### src/common/tcdm_dma_macros.svh
//**************************************************************************
// Field widths and queue depth of the TCDM DMA command path
// Include wherever a width or the queue depth is needed
//**************************************************************************

`ifndef TCDM_DMA_MACROS_SVH
`define TCDM_DMA_MACROS_SVH

// Byte address into the TCDM
`define TCDM_ADD_WIDTH 12

// Byte length minus one
`define TCDM_LEN_WIDTH 12

// Opcode and stream id carried on each beat
`define TCDM_OPC_WIDTH 12
`define TRANS_SID_WIDTH 2

// Beat counter, covers the longest misaligned command
`define BEAT_CNT_WIDTH 10

// Entries in the command queue
`define CMD_FIFO_DEPTH 4

`endif

### src/common/tcdm_dma_pkg.sv
//**************************************************************************
// Shared types of the DMA command path
// Command word as staged by software, and one beat per TCDM port
//**************************************************************************

`include "tcdm_dma_macros.svh"

package tcdm_dma_pkg;

  // One transfer command, as held in the register block and the queue
  typedef struct packed {
    // Operation code passed to every beat
    logic [`TCDM_OPC_WIDTH-1:0]  opc;
    // Byte count minus one
    logic [`TCDM_LEN_WIDTH-1:0]  len;
    // Start byte address, any alignment
    logic [`TCDM_ADD_WIDTH-1:0]  add;
    // Stream id
    logic [`TRANS_SID_WIDTH-1:0] sid;
  } tcdm_cmd_t;

  // One 32-bit port beat, two of them form a 64-bit TCDM beat
  typedef struct packed {
    logic [`TCDM_OPC_WIDTH-1:0]  opc;
    // Word address, 8-aligned on port 0 and plus 4 on port 1
    logic [`TCDM_ADD_WIDTH-1:0]  add;
    logic [`TRANS_SID_WIDTH-1:0] sid;
    // Last beat of the command
    logic                        eop;
  } tcdm_beat_t;

endpackage

### src/hw/tcdm_cmd_fifo.sv
//**************************************************************************
// Command queue between the register block and the unpacker
// Circular buffer, head is shown while valid_o is high, pop advances it
//**************************************************************************

`include "tcdm_dma_macros.svh"

module tcdm_cmd_fifo (
  input  logic                    clk_i,
  input  logic                    rst_ni,
  input  logic                    push_i,
  input  tcdm_dma_pkg::tcdm_cmd_t cmd_i,
  input  logic                    pop_i,
  output tcdm_dma_pkg::tcdm_cmd_t cmd_o,
  output logic                    valid_o,
  output logic                    full_o
);

  localparam int unsigned PtrWidth = $clog2(`CMD_FIFO_DEPTH);

  // Entry storage
  tcdm_dma_pkg::tcdm_cmd_t mem_q [`CMD_FIFO_DEPTH];

  // Read and write pointers, fill count one bit wider
  logic [PtrWidth-1:0] wr_ptr_q;
  logic [PtrWidth-1:0] rd_ptr_q;
  logic [PtrWidth:0]   count_q;

  // Storage write, caller checks full
  always_ff @(posedge clk_i) begin
    if (push_i) begin
      mem_q[wr_ptr_q] <= cmd_i;
    end
  end

  //**************************************************************************
  // Pointers and fill level
  //**************************************************************************

  always_ff @(posedge clk_i, negedge rst_ni) begin
    if (!rst_ni) begin
      wr_ptr_q <= '0;
      rd_ptr_q <= '0;
      count_q  <= '0;
    end else begin
      if (push_i) begin
        // Wrap at the last entry
        if (wr_ptr_q == PtrWidth'(`CMD_FIFO_DEPTH - 1)) begin
          wr_ptr_q <= '0;
        end else begin
          wr_ptr_q <= wr_ptr_q + 1'b1;
        end
      end
      if (pop_i) begin
        if (rd_ptr_q == PtrWidth'(`CMD_FIFO_DEPTH - 1)) begin
          rd_ptr_q <= '0;
        end else begin
          rd_ptr_q <= rd_ptr_q + 1'b1;
        end
      end
      // Simultaneous push and pop keep the level
      if (push_i && !pop_i) begin
        count_q <= count_q + 1'b1;
      end else if (pop_i && !push_i) begin
        count_q <= count_q - 1'b1;
      end
    end
  end

  assign cmd_o   = mem_q[rd_ptr_q];
  assign valid_o = (count_q != '0);
  assign full_o  = (count_q == (PtrWidth + 1)'(`CMD_FIFO_DEPTH));

endmodule

### src/hw/tcdm_cmd_regs.sv
//**************************************************************************
// Command staging registers of the DMA
// Software writes address, length, opcode and sid, then go pushes the
// staged command into the queue, a push into a full queue is dropped
//**************************************************************************

`include "tcdm_dma_macros.svh"

module tcdm_cmd_regs (
  input  logic                    clk_i,
  input  logic                    rst_ni,
  input  logic                    reg_we_i,
  input  logic [1:0]              reg_addr_i,
  input  logic [31:0]             reg_wdata_i,
  input  logic                    fifo_full_i,
  output logic                    push_o,
  output tcdm_dma_pkg::tcdm_cmd_t cmd_o,
  output logic                    overflow_o
);

  // Staged command, kept across gos
  tcdm_dma_pkg::tcdm_cmd_t cmd_q;
  // Go seen at the previous edge
  logic                    go_q;
  logic                    overflow_q;

  // Register writes, one field per address
  always_ff @(posedge clk_i) begin
    if (reg_we_i) begin
      case (reg_addr_i)
        2'd0: cmd_q.add <= reg_wdata_i[`TCDM_ADD_WIDTH-1:0];
        2'd1: cmd_q.len <= reg_wdata_i[`TCDM_LEN_WIDTH-1:0];
        2'd2: begin
          cmd_q.opc <= reg_wdata_i[`TCDM_OPC_WIDTH-1:0];
          cmd_q.sid <= reg_wdata_i[16 +: `TRANS_SID_WIDTH];
        end
        default: ;
      endcase
    end
  end

  // Go strobe and sticky overflow
  always_ff @(posedge clk_i, negedge rst_ni) begin
    if (!rst_ni) begin
      go_q       <= 1'b0;
      overflow_q <= 1'b0;
    end else begin
      go_q <= reg_we_i && (reg_addr_i == 2'd3);
      // Full queue at push time drops the command
      if (go_q && fifo_full_i) begin
        overflow_q <= 1'b1;
      end
    end
  end

  assign push_o     = go_q && !fifo_full_i;
  assign cmd_o      = cmd_q;
  assign overflow_o = overflow_q;

endmodule

### src/hw/tcdm_cmd_unpack/tcdm_cmd_unpack.sv
//**************************************************************************
// Splits one DMA command into 8-byte aligned beats on two 32-bit ports
// A beat goes out only in a cycle where both ports grant, the first
// beat comes straight from the queue head with no added latency
//**************************************************************************

`include "tcdm_dma_macros.svh"

module tcdm_cmd_unpack (
  input  logic                           clk_i,
  input  logic                           rst_ni,
  input  tcdm_dma_pkg::tcdm_cmd_t        cmd_i,
  input  logic                           cmd_valid_i,
  output logic                           cmd_pop_o,
  input  logic [1:0]                     beat_gnt_i,
  output logic [1:0]                     beat_req_o,
  output tcdm_dma_pkg::tcdm_beat_t [1:0] beat_o,
  output logic                           busy_o
);

  typedef enum logic {
    idle_st,
    run_st
  } state_e;

  state_e state_q, state_d;

  // Both ports free in this cycle
  logic both_gnt;

  // Start offset plus length, one bit wider than the length
  logic [`TCDM_LEN_WIDTH:0]   span;
  logic [`BEAT_CNT_WIDTH-1:0] beats_nb;

  // Running command, address kept 8-aligned
  logic [`TCDM_ADD_WIDTH-1:0]  add_q;
  logic [`TCDM_OPC_WIDTH-1:0]  opc_q;
  logic [`TRANS_SID_WIDTH-1:0] sid_q;
  logic [`BEAT_CNT_WIDTH-1:0]  beats_left_q;

  // Current beat
  logic                        issue;
  logic                        last;
  logic [`TCDM_ADD_WIDTH-1:0]  beat_add;
  logic [`TCDM_ADD_WIDTH-1:0]  beat_aligned;
  logic [`TCDM_OPC_WIDTH-1:0]  beat_opc;
  logic [`TRANS_SID_WIDTH-1:0] beat_sid;

  assign both_gnt = &beat_gnt_i;

  //**************************************************************************
  // Beat count of the head command
  //**************************************************************************

  // Beats = ((add mod 8) + len) / 8 + 1
  assign span     = {{(`TCDM_LEN_WIDTH - 2){1'b0}}, cmd_i.add[2:0]} + {1'b0, cmd_i.len};
  assign beats_nb = span[`TCDM_LEN_WIDTH:3] + `BEAT_CNT_WIDTH'(1);

  //**************************************************************************
  // Control
  //**************************************************************************

  always_comb begin
    state_d   = state_q;
    issue     = 1'b0;
    last      = 1'b0;
    cmd_pop_o = 1'b0;
    beat_add  = cmd_i.add;
    beat_opc  = cmd_i.opc;
    beat_sid  = cmd_i.sid;

    case (state_q)
      idle_st: begin
        // First beat taken straight from the head
        if (cmd_valid_i && both_gnt) begin
          issue     = 1'b1;
          cmd_pop_o = 1'b1;
          if (beats_nb == `BEAT_CNT_WIDTH'(1)) begin
            last = 1'b1;
          end else begin
            state_d = run_st;
          end
        end
      end
      run_st: begin
        beat_add = add_q;
        beat_opc = opc_q;
        beat_sid = sid_q;
        // Missing grant stalls, nothing issued
        if (both_gnt) begin
          issue = 1'b1;
          if (beats_left_q == `BEAT_CNT_WIDTH'(1)) begin
            last    = 1'b1;
            state_d = idle_st;
          end
        end
      end
      default: state_d = idle_st;
    endcase
  end

  always_ff @(posedge clk_i, negedge rst_ni) begin
    if (!rst_ni) begin
      state_q      <= idle_st;
      beats_left_q <= '0;
    end else begin
      state_q <= state_d;
      if (cmd_pop_o) begin
        // Beats still due after the first one
        beats_left_q <= beats_nb - `BEAT_CNT_WIDTH'(1);
      end else if (issue) begin
        beats_left_q <= beats_left_q - `BEAT_CNT_WIDTH'(1);
      end
    end
  end

  //**************************************************************************
  // Address walk and command fields
  //**************************************************************************

  always_ff @(posedge clk_i) begin
    if (cmd_pop_o) begin
      add_q <= beat_aligned + `TCDM_ADD_WIDTH'(8);
      opc_q <= cmd_i.opc;
      sid_q <= cmd_i.sid;
    end else if (issue) begin
      add_q <= add_q + `TCDM_ADD_WIDTH'(8);
    end
  end

  // Low 3 bits dropped, port 1 takes the upper word
  assign beat_aligned = {beat_add[`TCDM_ADD_WIDTH-1:3], 3'b000};

  assign beat_o[0] = '{opc: beat_opc, add: beat_aligned, sid: beat_sid, eop: last};
  assign beat_o[1] = '{opc: beat_opc,
                       add: beat_aligned + `TCDM_ADD_WIDTH'(4),
                       sid: beat_sid,
                       eop: last};

  assign beat_req_o = {2{issue}};
  assign busy_o     = (state_q == run_st);

endmodule

### src/hw/tcdm_dma_top.sv
//**************************************************************************
// Command side of the TCDM DMA
// Register block feeds the command queue, the unpacker drains it into
// dual-port beats under TCDM grant
//**************************************************************************

module tcdm_dma_top (
  input  logic                           clk_i,
  input  logic                           rst_ni,
  input  logic                           reg_we_i,
  input  logic [1:0]                     reg_addr_i,
  input  logic [31:0]                    reg_wdata_i,
  input  logic [1:0]                     beat_gnt_i,
  output logic [1:0]                     beat_req_o,
  output tcdm_dma_pkg::tcdm_beat_t [1:0] beat_o,
  output logic                           overflow_o,
  output logic                           busy_o
);

  // Register block to queue
  logic                    push;
  logic                    fifo_full;
  tcdm_dma_pkg::tcdm_cmd_t push_cmd;

  // Queue to unpacker
  logic                    cmd_valid;
  logic                    cmd_pop;
  tcdm_dma_pkg::tcdm_cmd_t head_cmd;

  tcdm_cmd_regs u_regs (
    .clk_i       (clk_i),
    .rst_ni      (rst_ni),
    .reg_we_i    (reg_we_i),
    .reg_addr_i  (reg_addr_i),
    .reg_wdata_i (reg_wdata_i),
    .fifo_full_i (fifo_full),
    .push_o      (push),
    .cmd_o       (push_cmd),
    .overflow_o  (overflow_o)
  );

  tcdm_cmd_fifo u_fifo (
    .clk_i   (clk_i),
    .rst_ni  (rst_ni),
    .push_i  (push),
    .cmd_i   (push_cmd),
    .pop_i   (cmd_pop),
    .cmd_o   (head_cmd),
    .valid_o (cmd_valid),
    .full_o  (fifo_full)
  );

  tcdm_cmd_unpack u_unpack (
    .clk_i       (clk_i),
    .rst_ni      (rst_ni),
    .cmd_i       (head_cmd),
    .cmd_valid_i (cmd_valid),
    .cmd_pop_o   (cmd_pop),
    .beat_gnt_i  (beat_gnt_i),
    .beat_req_o  (beat_req_o),
    .beat_o      (beat_o),
    .busy_o      (busy_o)
  );

endmodule
### config.mk
export PLATFORM = sky130hd
export DESIGN_NAME = tcdm_dma_top
export DESIGN_NICKNAME = d
export VERILOG_FILES = /design/src/common/tcdm_dma_pkg.sv /design/src/hw/tcdm_cmd_fifo.sv /design/src/hw/tcdm_cmd_regs.sv /design/src/hw/tcdm_cmd_unpack/tcdm_cmd_unpack.sv /design/src/hw/tcdm_dma_top.sv
export VERILOG_INCLUDE_DIRS = /design/src /design/src/common
export SDC_FILE = /design/constraint.sdc
export NUM_CORES = 1
export LEC_CHECK = 0
export BUFFER_PORTS_ARGS = -buffer_cell sky130_fd_sc_hd__buf_2
export CAP_MARGIN = 20
export CORE_MARGIN = 5
export CORE_UTILIZATION = 45
export DETAILED_ROUTE_END_ITERATION = 7
export HOLD_SLACK_MARGIN = 0.12
export PLACE_DENSITY_LB_ADDON = 0.2
export SLEW_MARGIN = 20
export SYNTH_ARGS = -nofsm -noshare
export SYNTH_HDL_FRONTEND = slang
export SYNTH_HIERARCHICAL = 1
export SYNTH_SLANG_ARGS = --single-unit
### constraint.sdc
create_clock -name clk_i -period 5.83 [get_ports clk_i]
set_input_delay 0.583 -clock clk_i [delete_from_list [all_inputs] [get_ports clk_i]]
set_output_delay 0.583 -clock clk_i [all_outputs]
set_load 0.01 [all_outputs]
=== Yosys cells after proc, flatten, opt, wreduce, memory -nomap -nowiden ===
Memory sizes are Yosys's and may differ from the RTL's.
Index checks and enable logic that the tools add are counted.
Widths: inputs -> output; s select.

* Bitwise logic cells: 1
* Equality and inequality tests: 8
* Reduce and logical (&&, ||, !) cells: 17
* Multiplexer cells: 27
* $add $sub $neg: 11

{| class="wikitable"
|+ Operators with widths
! cell !! number
|-
| $mux 12 || 4
|-
| $add 12x4->12 const B || 2
|-
| $eq 10x1->1 const B || 2
|-
| $mux 10 || 2
|-
| $sub 10x1->10 const B || 2
|-
| $add 3x12->13 || 1
|-
| $mux 1 || 13
|-
| $add 12x3->12 const B || 1
|-
| $add 10x1->10 const B || 1
|-
| $eq 2x2->1 const B || 4
|-
| $reduce_and 2->1 || 4
|-
| $logic_and 1x1->1 || 6
|-
| $mux 2 || 3
|-
| $mux 3 || 2
|-
| $pmux 1 s2 || 3
|-
| $add 2x1->2 const B || 2
|-
| $reduce_bool 2->1 || 2
|-
| $add 3x1->3 const B || 1
|-
| $eq 3x3->1 const B || 1
|-
| $logic_not 1->1 || 3
|-
| $reduce_bool 3->1 || 1
|-
| $sub 3x1->3 const B || 1
|-
| $eq 2x1->1 const B || 1
|-
| $logic_not 2->1 || 1
|-
| $not 1->1 || 1
|}

* Memories: 1
* Register bits after elaboration: 84
* Output and inout port bits: 58
* Bits of input ports: 39
* Logic and storage cells: 79
* Memory bits (writable): 152

{| class="wikitable"
|+ Memory list
! name !! words !! bits a word !! rd ports !! clocked after Yosys merged registers in !! write ports !! line !! text
|-
| u_fifo.mem_q || 4 || 38 || 1 || 0 || 1 || tcdm_cmd_fifo.sv:22 || <nowiki>tcdm_dma_pkg::tcdm_cmd_t mem_q [`CMD_FIFO_DEPTH];</nowiki>
|}

=== Longest topological paths before layout ===
Gate-level depths: netlist of run 1.

* Depth after elaboration: 7
* Depth in mapped cells: 20
* Gate-level depth less buffers: 15

=== Cells and area by module ===
Netlist of run 1, hierarchy kept.

{| class="wikitable"
|+ Modules (own cells, without submodules)
! module !! instances !! area each (um2) !! cells an instance
|-
| tcdm_cmd_fifo || 1 || 5,947.0 || 236
|-
| tcdm_cmd_unpack || 1 || 2,836.5 || 300
|-
| tcdm_cmd_regs || 1 || 1,242.4 || 46
|}

=== Worst setup path after synthesis of run 1 ===
OpenSTA, ideal clock, no wires.

* Path type: register to output
* Start: register u_fifo.rd_ptr_q[0]
* End: output port beat_o[0] (netlist bit)
* Stages on the path, launching flop included: 21
* Slack: 1.299 ns
* Arrival: 3.948 ns
* Cells stage by stage: dfrtp_1 buf_6 buf_12 mux4_2 ha_1 a21oi_2 and2_4 buf_6 nor2_1 xnor2_1 inv_1 ha_1 buf_2 inv_1 a2111oi_0 a2111o_1 or2_4 nand4_1 or4_1 nand2_1 buf_4

{| class="wikitable"
|+ RTL lines
! item !! line !! text
|-
| from (decl) || tcdm_cmd_fifo.sv:26 || <nowiki>logic [PtrWidth-1:0] rd_ptr_q;</nowiki>
|-
| from (signal assigned) || tcdm_cmd_fifo.sv:58 || <nowiki>rd_ptr_q <= rd_ptr_q + 1'b1;</nowiki>
|-
| to (decl) || tcdm_dma_top.sv:15 || <nowiki>output tcdm_dma_pkg::tcdm_beat_t [1:0] beat_o,</nowiki>
|}

==> results.txt, run 1 <==
----------------------------------------------------
[STA]
  Total of endpoints with negative setup slack in the final report ... 0
  Final hold violation count ... 0
  RSZ-0062 raised after global routing ... false
  Final worst clock skew ... 0.0105 ns
  Final sum of negative setup slack ... 0 ns
  Relative slew slack ... 0.323
  Maximum clock frequency ... between 0.15 and 0.2 GHz
  Final Critical Period ... 5.40 ns
  Max-slew violations ... 0
  Crit share post-route ... 0.927
  Slew @ Worst Pin ... 1.01 ns

[Floorplanning]
  Initial Utilization ... 0.458
  Ports ... 97
  Std-Cell Core Area ... 21900 µm²
  Die area ... 25400 µm²
  Die height ... 159 µm
  Row count ... 54
  Die width ... 159 µm

[Detailed routing]
  Post-DR vias/cell ... 5.47
  Number of detailed-route iterations in the first pass ... 4
  Routed wire length ... 19700 µm
  Average routed wire per standard cell ... 21.0 µm
  Initial detailed-routing violation count ... approximately 340
  Post-route DRC ... 0
  Antenna violation net count after detailed routing ... 0
  Number of vias after detailed routing ... 5133

[Synth]
  Largest cells by area after synthesis ... sky130_fd_sc_hd__edfxtp_1 (64%), sky130_fd_sc_hd__mux4_2 (8.5%), sky130_fd_sc_hd__dfrtp_1 (5.0%)
  Most instantiated cells after synthesis ... sky130_fd_sc_hd__edfxtp_1 (213), sky130_fd_sc_hd__mux4_2 (38), sky130_fd_sc_hd__buf_4 (34)
  Synth warn ... 6
  Top-area cell type share of the netlist area ... 0.638
  Most numerous cell in the Yosys netlist ... sky130_fd_sc_hd__edfxtp_1
  Synth area leader ... sky130_fd_sc_hd__edfxtp_1
  Synth async-reset ratio ... 0.0858
  Top flip-flop cell by instance count after synthesis ... sky130_fd_sc_hd__edfxtp_1
  Average size of a mapped cell ... 17.2 µm²
  Netlist Area Pre-Place ... 10000 µm²
  Synthesized flop and latch total ... 233
  Cells after Synth ... between 500 and 600
  Number of library cell types mapped by synthesis ... between 60 and 70
  Post-synthesis sequential area ratio ... 0.688
  Number of enable flip-flop cells after synthesis ... 213

[Clocking]
  Inserted Clock Buffers ... 24
  Reg clk slew, reported paths ... 0.06 ns
  Clock latency on the worst-skew pair ... about 0.50 ns
  Clock sink count ... 233
  Maximum count of clock buffers along a single path ... 3
  Library cell used as clock root buffer ... sky130_fd_sc_hd__clkbuf_16
  TritonCTS clock tree ... yes
  Setup repair bufs after CTS ... 0
  H-tree levels ... 1

[Worst setup path]
  Endpoint kind of the worst setup timing path ... primary output
  Category of the critical setup timing path ... register to primary output
  Launching instance or port of the critical path ... u_fifo/rd_ptr_q[0]
  Nature of the critical path startpoint ... register
  Critical path peak fanout ... 10
  Reg-to-reg critical path startpoint ... u_fifo/rd_ptr_q[0]
  Register-to-register setup slack ... 1.47 ns
  Cells on worst reg2reg path ... 16
  Data arrival time of the critical path ... approximately 4.8 ns
  Destination of the worst register-to-register timing path ... u_unpack/beats_left_q[4]
  Required time of the critical path ... between 5 and 6 ns
  Endpoint of the most critical setup path ... beat_o[0]

[Outcome]
  Run status ... complete, no violations

[Cells and area]
  Area Overhead vs Synth ... 11.7%
  Nets@finish ... 693
  Total non-filler cell area in the finished layout ... roughly 11000 µm²
  Fraction of final layout cells with drive strength greater than 1 ... 0.299
  Antenna diode count ... 0

[Run]
  Max-Cap Viols ... 0

[GRT]
  Initial antenna violation count ... 0
  Overall global routing resource usage ... 0.153
  Wire length of the first global-routing pass ... 30900 µm
  Remaining global-route overflow ... 0
  Vias in the first global route ... 5381
  Maximum number of pins on one net before global-route repair ... 39

[Min path]
  Class of the tightest hold or removal check ... primary input to register
  Count of cells along the worst hold path ... 1

[Pwr]
  Worst vdd rail ir drop ... 216 µV
  Leakage power ... 3.83 nW
  Power per unit of standard cell area ... 363 nW/µm²

[Placement]
  Final Wtd Congestion ... 0.805
  Port Buffers ... 72
  Instance area at placement ... 10400 µm²
  Half-perimeter wire length after placement ... 12400 µm

----------------------------------------------------
==> registers in the layout, indices dropped and copies added (netlist names) <==
| register | flops |
|---|---|
| u_regs/overflow_o | 1 |
| u_fifo/count_q | 3 |
| u_unpack/opc_q | 12 |
| u_unpack/sid_q | 2 |
| u_fifo/wr_ptr_q | 2 |
| u_fifo/mem_q | 152 |
| u_regs/cmd_o | 38 |
| u_regs/go_q | 1 |
| u_fifo/rd_ptr_q | 2 |
| u_unpack/beats_left_q | 10 |
| u_unpack/add_q | 9 |
| u_unpack/busy_o | 1 |
==> power by group <==
| group | internal (mW) | total (mW) | switching (mW) |
|---|---|---|---|
| Combinational | 0.253 | 0.605 | 0.352 |
| Clock | 0.846 | 1.44 | 0.594 |
| Sequential | 1.95 | 2.02 | 0.0722 |
==> metrics by stage <==
step / cells / setup slack (ns) / util / total power, mW / hold WS, ns
floorplan: 586 / 1.30 / - / 2.52 / 0.287
global placement: 892 / 0.727 / 0.475 / 2.63 / 0.436
detailed placement: 893 / 0.622 / 0.476 / 2.66 / 0.452
CTS: 938 / 0.0848 / 0.510 / 4.10 / 0.238
global route: 938 / 0.128 / 0.511 / 4.26 / 0.235
finish: 938 / 0.428 / 0.511 / 4.07 / 0.260
==> worst min-delay path by stage <==
stage / start / to / slack (ns)
after floorplan: rst_ni / u_fifo/count_q[0] / 0.29
after global routing: reg_wdata_i[16] / u_regs/cmd_o[0] / 0.24
final: reg_wdata_i[16] / u_regs/cmd_o[0] / 0.26
after CTS: reg_wdata_i[17] / u_regs/cmd_o[1] / 0.24
after detailed placement: u_regs/overflow_o / u_regs/overflow_o / 0.45
after global placement: u_regs/overflow_o / u_regs/overflow_o / 0.44
==> what timing repair did <==
item / in CTS / in global routing
endpoints found under the setup margin: 0 / 2
hold buffers: 1 / 0
gates resized for setup: 0 / 4
hold endpoints to repair: 20 / 0
==> cell families after synthesis <==
logic type | Yosys count | synth area share
flops | 233 | 0.688
simple gates | 108 | 0.0595
mux | 76 | 0.127
buf+inv | 71 | 0.0484
compound gates | 57 | 0.0382
xor+xnor | 21 | 0.0202
fa+ha+maj | 14 | 0.0182
other cells | 2 | 0.000749
==> layer usage <==
layer / track usage / up-vias / part of all wire
met5: 0 / - / 0
met4: 0.0411 / 0 / 0.016
met3: 0.0223 / 25 / 0.045
met2: 0.269 / 107 / 0.53
met1: 0.201 / 2641 / 0.41
li1: - / 2360 / -
==> cell type report <==
class / instances / area (µm²)
sequential: 233 / 6900
timing repair buffer: 82 / 450
inverter: 17 / 63.8
tap: 280 / 350
multi-input combinational: 282 / 2690
clock buffer: 35 / 673
fill: 1803 / 10700
clock inverter: 9 / 73.8
==> cells in the final DEF, fill, tap and decap left out, drive strengths merged, types with 4 or more instances in the layout <==
cell    instances
nand4           6
xnor2          14
and2            8
edfxtp        213
nand2          19
inv            17
mux2           28
and3            6
clkinv          6
o21ai          17
conb            6
dfrtp          20
a211oi          5
xor2            7
buf            81
nor3            4
clkbuf         35
a21oi          13
mux4           38
nor2           21
mux2i          10
ha             13
nand3          24
==> critical path, cell delays in order, from the launching register on <==
cell                        delay [ns]
sky130_fd_sc_hd__dfrtp_4          0.54
sky130_fd_sc_hd__buf_4            0.23
sky130_fd_sc_hd__mux4_2           0.52
sky130_fd_sc_hd__ha_1             0.35
sky130_fd_sc_hd__nand4_4          0.18
sky130_fd_sc_hd__and2_4           0.24
sky130_fd_sc_hd__nor2_1           0.17
sky130_fd_sc_hd__xnor2_2          0.12
sky130_fd_sc_hd__inv_1            0.08
sky130_fd_sc_hd__ha_2             0.29
sky130_fd_sc_hd__inv_1            0.18
sky130_fd_sc_hd__a2111oi_0        0.35
sky130_fd_sc_hd__a2111o_1         0.21
sky130_fd_sc_hd__or2_4            0.14
sky130_fd_sc_hd__nand4_1          0.10
sky130_fd_sc_hd__or4_1            0.41
sky130_fd_sc_hd__nand2_1          0.09
sky130_fd_sc_hd__buf_2            0.13
Power figures use the tool's default switching activity.
==> run 2, diff against run 1 <==
--- a/config.mk
+++ b/config.mk
@@ -13,6 +13,7 @@
 export DETAILED_ROUTE_END_ITERATION = 7
 export HOLD_SLACK_MARGIN = 0.12
 export PLACE_DENSITY_LB_ADDON = 0.2
+export REMOVE_ABC_BUFFERS = 1
 export SLEW_MARGIN = 20
 export SYNTH_ARGS = -nofsm -noshare
 export SYNTH_HDL_FRONTEND = slang
==> constraint.sdc (replaced) <==
create_clock -name clk_i -period 6.9 [get_ports clk_i]
set_input_delay 0.69 -clock clk_i [delete_from_list [all_inputs] [get_ports clk_i]]
set_output_delay 0.69 -clock clk_i [all_outputs]
set_load 0.01 [all_outputs]
==> run 2 against run 1 <==
Against the previous run:
- clock skew fell by 0.0016 ns
- largest cell class unchanged
- register-to-register slack improved by 0.44 ns
- total power decreased by 16%
==> results.txt, run 2 (synthesis gave the netlist of run 1 again) <==
----------------------------------------------------
[Clocking]
  Clock latency on the worst-skew pair ... 0.52 ns (+0.02 ns)
  Number of buffers inserted by hold repair at cts ... 0 (-1)
  Setup repair bufs after CTS ... 0 (unchanged)
  H-tree levels ... 1 (unchanged)
  Maximum count of clock buffers along a single path ... 3 (unchanged)
  Inserted Clock Buffers ... 25 (+4.2%)
  Reg clk slew, reported paths ... 0.06 ns (about the same)
  Post-cts gate resize count ... 0 (unchanged)
  TritonCTS clock tree ... yes
  Clock sink count ... 233 (unchanged)
  Library cell used as clock root buffer ... sky130_fd_sc_hd__clkbuf_16

[Min path]
  Class of the tightest hold or removal check ... primary input to asynchronous set/reset pin

[Pwr]
  Reg power frac ... 0.501 (+0.004)
  Net Sw Power ... 0.870 mW (-15%)
  Power per unit of standard cell area ... 306 nW/µm² (-16%)
  Switch share ... 0.254 (+0.00329)
  Leakage power ... 3.84 nW (+0.35%)
  Internal power ... 2.56 mW (-16%)
  Combinational share of power ... 0.142 (-0.007)
  Overall power ... 3.43 mW (-16%)
  Clock Power Share ... 0.357 (+0.003)
  Worst vdd rail ir drop ... 208 µV (-3.4%)

[GRT]
  Maximum number of pins on one net before global-route repair ... 39 (unchanged)
  Overall global routing resource usage ... 0.148 (-0.00561)
  Remaining global-route overflow ... 0 (unchanged)
  Vias in the first global route ... 5410 (+0.54%)
  Wire length of the first global-routing pass ... 30100 µm (-2.6%)
  Initial antenna violation count ... 0 (unchanged)

[Detailed routing]
  Average routed wire per standard cell ... 20.2 µm (-3.7%)
  Post-DR vias/cell ... 5.50 (+0.50%)
  Number of detailed-route iterations in the first pass ... 4 (unchanged)
  Detail Route met2 WL ... 9420 µm (-9.0%)
  Antenna violation net count after detailed routing ... 0 (unchanged)
  Routed wire length ... 19000 µm (-3.6%)
  Routed met3 length ... 734 µm (-16%)
  Number of vias after detailed routing ... 5164 (+0.60%)
  Highest metal used ... met4
  Post-route DRC ... 0 (unchanged)
  Initial detailed-routing violation count ... 269 (-20%)
  Met1 Wirelength ... 8460 µm (+4.2%)

[STA]
  Max-slew violations ... 0 (unchanged)
  Crit share post-route ... 0.900
  Final hold violation count ... 0 (unchanged)
  Slew @ Worst Pin ... 0.868 ns (-0.147 ns)
  RSZ-0062 raised after global routing ... false
  Relative slew slack ... 0.422 (+0.0981)
  Final Critical Period ... 6.21 ns
  Total of endpoints with negative setup slack in the final report ... 0 (unchanged)
  Final worst clock skew ... 0.00885 ns (-0.00163 ns)
  Maximum clock frequency ... 0.161 GHz
  Smallest hold slack ... 0.142 ns (-0.118 ns)
  Final sum of negative setup slack ... 0 ns (unchanged)

[Placement]
  Instance count after placement with tap cells included ... 894 (+0.11%)
  Final Wtd Congestion ... 0.831 (+3.3%)
  Instance area at placement ... 10400 µm² (about the same)
  Half-perimeter wire length after placement ... 11400 µm (-7.8%)
  Port Buffers ... 72 (unchanged)

[Worst setup path]
  Endpoint kind of the worst setup timing path ... primary output
  Launching instance or port of the critical path ... u_fifo/rd_ptr_q[0]
  Data arrival time of the critical path ... 5.52 ns (+0.70 ns)
  Delay of the slowest cell on the worst path ... 0.85 ns (+0.31 ns)
  List of cells traversed by the critical path ... mux4_2 > ha_1 > a21oi_2 > and2_4 > nor2_1 > xnor2_1 > inv_1 > ha_1 > inv_1 > a2111oi_0 > a2111o_1 > or2_4 > nand4_1 > or4_1 > nand2_1 > buf_2
  Required time of the critical path ... 6.21 ns (+0.96 ns)
  Family with the most delay on the worst path ... simple AND/OR/NAND/NOR gates
  Critical path peak fanout ... 20 (+10)
  Nature of the critical path startpoint ... register
  Reg-to-reg critical path startpoint ... u_fifo/rd_ptr_q[0]
  Category of the critical setup timing path ... register to primary output
  Cell with the largest stage delay on the worst path ... sky130_fd_sc_hd__dfrtp_2
  Critical path buffer and inverter count ... 3 (-1)

[Cells and area]
  Number of flip-flops in the largest register ... 152 (unchanged)
  Most flops, register ... u_fifo/mem_q
  Antenna diode count ... 0 (unchanged)
  Final instance count without filler cells ... 939 (+0.11%)
  Total non-filler cell area in the finished layout ... 11200 µm² (-0.16%)
  Nets@finish ... 695 (+0.29%)
  Most frequent standard cell in the layout excluding fill and tap cells ... sky130_fd_sc_hd__edfxtp_1
  Highest-count cells in the layout ignoring fill and taps ... sky130_fd_sc_hd__edfxtp_1 (213), sky130_fd_sc_hd__buf_2 (72), sky130_fd_sc_hd__mux4_2 (38)
  Fraction of final layout cells with drive strength greater than 1 ... 0.300 (+0.00106)
  Area Overhead vs Synth ... 11.5%

[Floorplanning]
  Std-Cell Core Area ... 21900 µm² (unchanged)
  Die width ... 159 µm (unchanged)
  Die height ... 159 µm (unchanged)
  Row count ... 54 (unchanged)
  Initial Utilization ... 0.458 (unchanged)
  Die area ... 25400 µm² (unchanged)
  Ports ... 97 (unchanged)

[Run]
  Max-Cap Viols ... 0 (unchanged)

[Outcome]
  Run status ... complete, no violations

----------------------------------------------------
-- run 2: changes by cell type in the layout (fill, tap and decap cells not counted), sizes merged --
cell / change
dlygate4sd3: -1
clkinv: +6
clkbuf: -5
clkinvlp: -2
buf: +2
inv: +1
-- run 2: cell type report --
cell class | count | area, µm²
sequential | 233 | 6900
tap | 280 | 350
multi-input combinational | 282 | 2660
inverter | 17 | 63.8
clock buffer | 30 | 644
fill | 1820 | 10700
clock inverter | 14 | 109
timing repair buffer | 83 | 450
-- run 2: through the flow --
| stage | util | setup slack (ns) |
|---|---|---|
| global route | 0.511 | 0.405 |
| CTS | 0.510 | 0.673 |
| global placement | 0.476 | 1.47 |
| finish | 0.511 | 0.688 |
| floorplan | - | 1.13 |
| detailed placement | 0.476 | 1.24 |
-- run 2: power by group through the flow --
stage                     registers, mW  logic [mW]  clock network (mW)
after floorplan                    1.74       0.352                   0
after global placement             1.74       0.471                   0
after detailed placement           1.75       0.491                   0
after CTS                          1.72       0.493                1.26
after global routing               1.73       0.539                1.32
final                              1.72       0.488                1.22
-- run 2: final timing paths --
kind | slack [ns] | cells after the start | endpoint
max | 0.69 | 16 | beat_o[0]
min | 0.14 | 1 | u_unpack/beats_left_q[5]
min in group clk_i | 0.34 | 1 | u_regs/cmd_o[1]
min reg2reg | 0.46 | 1 | u_regs/overflow_o
max reg2reg | 1.91 | 15 | u_unpack/beats_left_q[9]
max in group asynchronous | 6.38 | 1 | u_fifo/rd_ptr_q[0]
-- run 2: per-layer routing --
| layer | vias to the layer above | track usage |
|---|---|---|
| li1 | 2370 | - |
| met1 | 2652 | 0.196 |
| met2 | 117 | 0.254 |
| met3 | 25 | 0.0269 |
| met4 | 0 | 0.0357 |
| met5 | - | 0 |
==> run 3, diff against run 2 <==
--- a/config.mk
+++ b/config.mk
@@ -8,6 +8,8 @@
 export LEC_CHECK = 0
 export BUFFER_PORTS_ARGS = -buffer_cell sky130_fd_sc_hd__buf_2
 export CAP_MARGIN = 20
+export CELL_PAD_IN_SITES_DETAIL_PLACEMENT = 2
+export CELL_PAD_IN_SITES_GLOBAL_PLACEMENT = 2
 export CORE_MARGIN = 5
 export CORE_UTILIZATION = 45
 export DETAILED_ROUTE_END_ITERATION = 7
==> run 3 against run 2 <==
Against the previous run:
- sequential power is essentially flat
- first-iteration DRC count increased by 41%
- die area is the same
- design area up 0.17%
- setup slack improved by 0.23 ns
- clock power grew 5%
- clock skew grew 0.012 ns
- highest routed layer unchanged
==> results.txt, run 3 (synthesis gave the netlist of run 1 again) <==
----------------------------------------------------
[Outcome]
  Run status ... complete, no violations

[Detailed routing]
  Routed wire length ... 23400 µm (+24%)
  Initial detailed-routing violation count ... 379 (+41%)
  Number of detailed-route iterations in the first pass ... 4 (unchanged)
  Number of vias after detailed routing ... 5254 (+1.7%)
  Post-DR vias/cell ... 5.60 (+1.7%)
  Average routed wire per standard cell ... 24.9 µm (+24%)
  Post-route DRC ... 0 (unchanged)
  Antenna violation net count after detailed routing ... 0 (unchanged)

[Cells and area]
  Area Overhead vs Synth ... 11.7%
  Number of flip-flops in the largest register ... 152 (unchanged)
  Fraction of final layout cells with drive strength greater than 1 ... 0.302 (+0.00152)
  Nets@finish ... 693 (-0.29%)
  Highest-count cells in the layout ignoring fill and taps ... sky130_fd_sc_hd__edfxtp_1 (213), sky130_fd_sc_hd__buf_2 (72), sky130_fd_sc_hd__mux4_2 (38)
  Fillers ... 1973 (+8.4%)
  Most flops, register ... u_fifo/mem_q
  Antenna diode count ... 0 (unchanged)
  Most frequent standard cell in the layout excluding fill and tap cells ... sky130_fd_sc_hd__edfxtp_1
  Final core area utilization ... 0.512 (+0.000857)

[Pwr]
  Power per unit of standard cell area ... 314 nW/µm² (+2.4%)
  Reg power frac ... 0.488 (-0.013)
  Internal power ... 2.60 mW (+1.9%)
  Combinational share of power ... 0.147 (+0.005)
  Leakage power ... 3.85 nW (+0.14%)
  Worst vdd rail ir drop ... 260 µV (+25%)
  Net Sw Power ... 0.910 mW (+4.6%)
  Clock Power Share ... 0.365 (+0.008)
  Switch share ... 0.259 (+0.00514)

[STA]
  Final Critical Period ... 5.98 ns (-0.233 ns)
  RSZ-0062 raised after global routing ... false
  Relative slew slack ... 0.389 (-0.0330)
  Min setup slack post-route ... 0.921 ns (+0.233 ns)
  Final hold violation count ... 0 (unchanged)
  Crit share post-route ... 0.867 (-0.0337)
  Maximum clock frequency ... 0.167 GHz (+3.9%)
  Final sum of negative setup slack ... 0 ns (unchanged)
  Final worst clock skew ... 0.0213 ns (+0.0124 ns)
  Slew @ Worst Pin ... 0.917 ns (+0.0495 ns)
  Max-slew violations ... 0 (unchanged)
  Total of endpoints with negative setup slack in the final report ... 0 (unchanged)

[GRT]
  Initial antenna violation count ... 0 (unchanged)
  Remaining global-route overflow ... 0 (unchanged)
  Vias in the first global route ... 6065 (+12%)
  Overall global routing resource usage ... 0.184 (+0.0361)
  Maximum number of pins on one net before global-route repair ... 39 (unchanged)
  Wire length of the first global-routing pass ... 36600 µm (+22%)

[Clocking]
  Post-cts gate resize count ... 0 (unchanged)
  Reg clk slew, reported paths ... 0.06 ns (about the same)
  Number of buffers inserted by hold repair at cts ... 0 (unchanged)
  Setup repair bufs after CTS ... 0 (unchanged)
  Maximum count of clock buffers along a single path ... 3 (unchanged)
  H-tree levels ... 1 (unchanged)
  TritonCTS clock tree ... yes
  Inserted Clock Buffers ... 26 (+4.0%)
  Library cell used as clock root buffer ... sky130_fd_sc_hd__clkbuf_16
  Clock latency on the worst-skew pair ... 0.52 ns (about the same)
  Clock sink count ... 233 (unchanged)

[Worst setup path]
  Endpoint kind of the worst setup timing path ... primary output
  Family with the most delay on the worst path ... simple AND/OR/NAND/NOR gates
  Cell with the largest stage delay on the worst path ... sky130_fd_sc_hd__mux4_2
  Critical path peak fanout ... 34 (+70%)
  Reg-to-reg critical path startpoint ... u_fifo/rd_ptr_q[0]
  Cell repeated most along the worst path ... sky130_fd_sc_hd__inv_1
  Data arrival time of the critical path ... 5.29 ns (-0.23 ns)
  List of cells traversed by the critical path ... buf_4 > mux4_2 > nand4_4 > and2_4 > nor2_1 > xnor2_1 > inv_1 > ha_1 > inv_1 > a2111oi_0 > a2111o_1 > or2_4 > nand4_1 > or4_1 > nand2_1 > buf_2
  Category of the critical setup timing path ... register to primary output
  Launching instance or port of the critical path ... u_fifo/rd_ptr_q[0]
  Nature of the critical path startpoint ... register
  Required time of the critical path ... 6.21 ns (about the same)
  Delay of the slowest cell on the worst path ... 0.64 ns (-0.21 ns)
  Critical path buffer and inverter count ... 4 (+1)

[Floorplanning]
  Std-Cell Core Area ... 21900 µm² (unchanged)
  Die width ... 159 µm (unchanged)
  Ports ... 97 (unchanged)
  Die height ... 159 µm (unchanged)
  Initial Utilization ... 0.458 (unchanged)
  Die area ... 25400 µm² (unchanged)
  Row count ... 54 (unchanged)

[Min path]
  Class of the tightest hold or removal check ... primary input to asynchronous set/reset pin

[Placement]
  Half-perimeter wire length after placement ... 15200 µm (+33%)
  Final Wtd Congestion ... 0.796 (-4.3%)
  Port Buffers ... 72 (unchanged)
  Worst setup slack before clock tree synthesis ... 1.45 ns (+0.207 ns)

[Run]
  Max-Cap Viols ... 0 (unchanged)

----------------------------------------------------
[run 3: final cells by class]
type / count / area [µm²] / area share
Timing Repair Buffer: 80 / 420 / 0.0375
Tap cell: 280 / 350 / 0.0313
Multi-Input combinational cell: 282 / 2670 / 0.238
Sequential cell: 233 / 6900 / 0.616
Clock buffer: 32 / 694 / 0.0620
Inverter: 17 / 63.8 / 0.00570
Clock inverter: 15 / 106 / 0.00950
[run 3: final timing paths]
path                                            end  slack, ns  cells past startpoint
setup / recovery                          beat_o[0]       0.92                     16
hold / removal             u_unpack/beats_left_q[5]       0.16                      1
setup reg to reg           u_unpack/beats_left_q[9]       2.12                     15
hold reg to reg                   u_regs/overflow_o       0.45                      1
max in group asynchronous        u_fifo/rd_ptr_q[0]       6.35                      1
min in group clk_i                  u_regs/cmd_o[1]       0.35                      1
[run 3: metal layers]
layer	track usage	vias up	routed length [µm]
met3	0.0305	16	1070
li1	-	2358	-
met1	0.248	2771	10000
met2	0.321	109	12100
met5	0	-	0
met4	0.0295	0	185
[run 3: through the flow]
| stage | cell area, µm² | cells | power (mW) | hold slack [ns] |
|---|---|---|---|---|
| finish | 11200 | 939 | 3.51 | 0.157 |
| CTS | 11200 | 939 | 3.57 | 0.158 |
| floorplan | 9620 | 532 | 2.09 | 0.394 |
| global route | 11200 | 939 | 3.71 | 0.178 |
| global placement | 10400 | 892 | 2.22 | 0.435 |
| detailed placement | 10400 | 892 | 2.27 | 0.443 |
[run 3: power groups by stage]
stage	clock (mW)	sequential [mW]	combinational, mW
finish	1.28	1.71	0.516
detailed placement	0	1.75	0.523
global placement	0	1.73	0.490
floorplan	0	1.74	0.352
global route	1.41	1.73	0.572
CTS	1.33	1.72	0.526
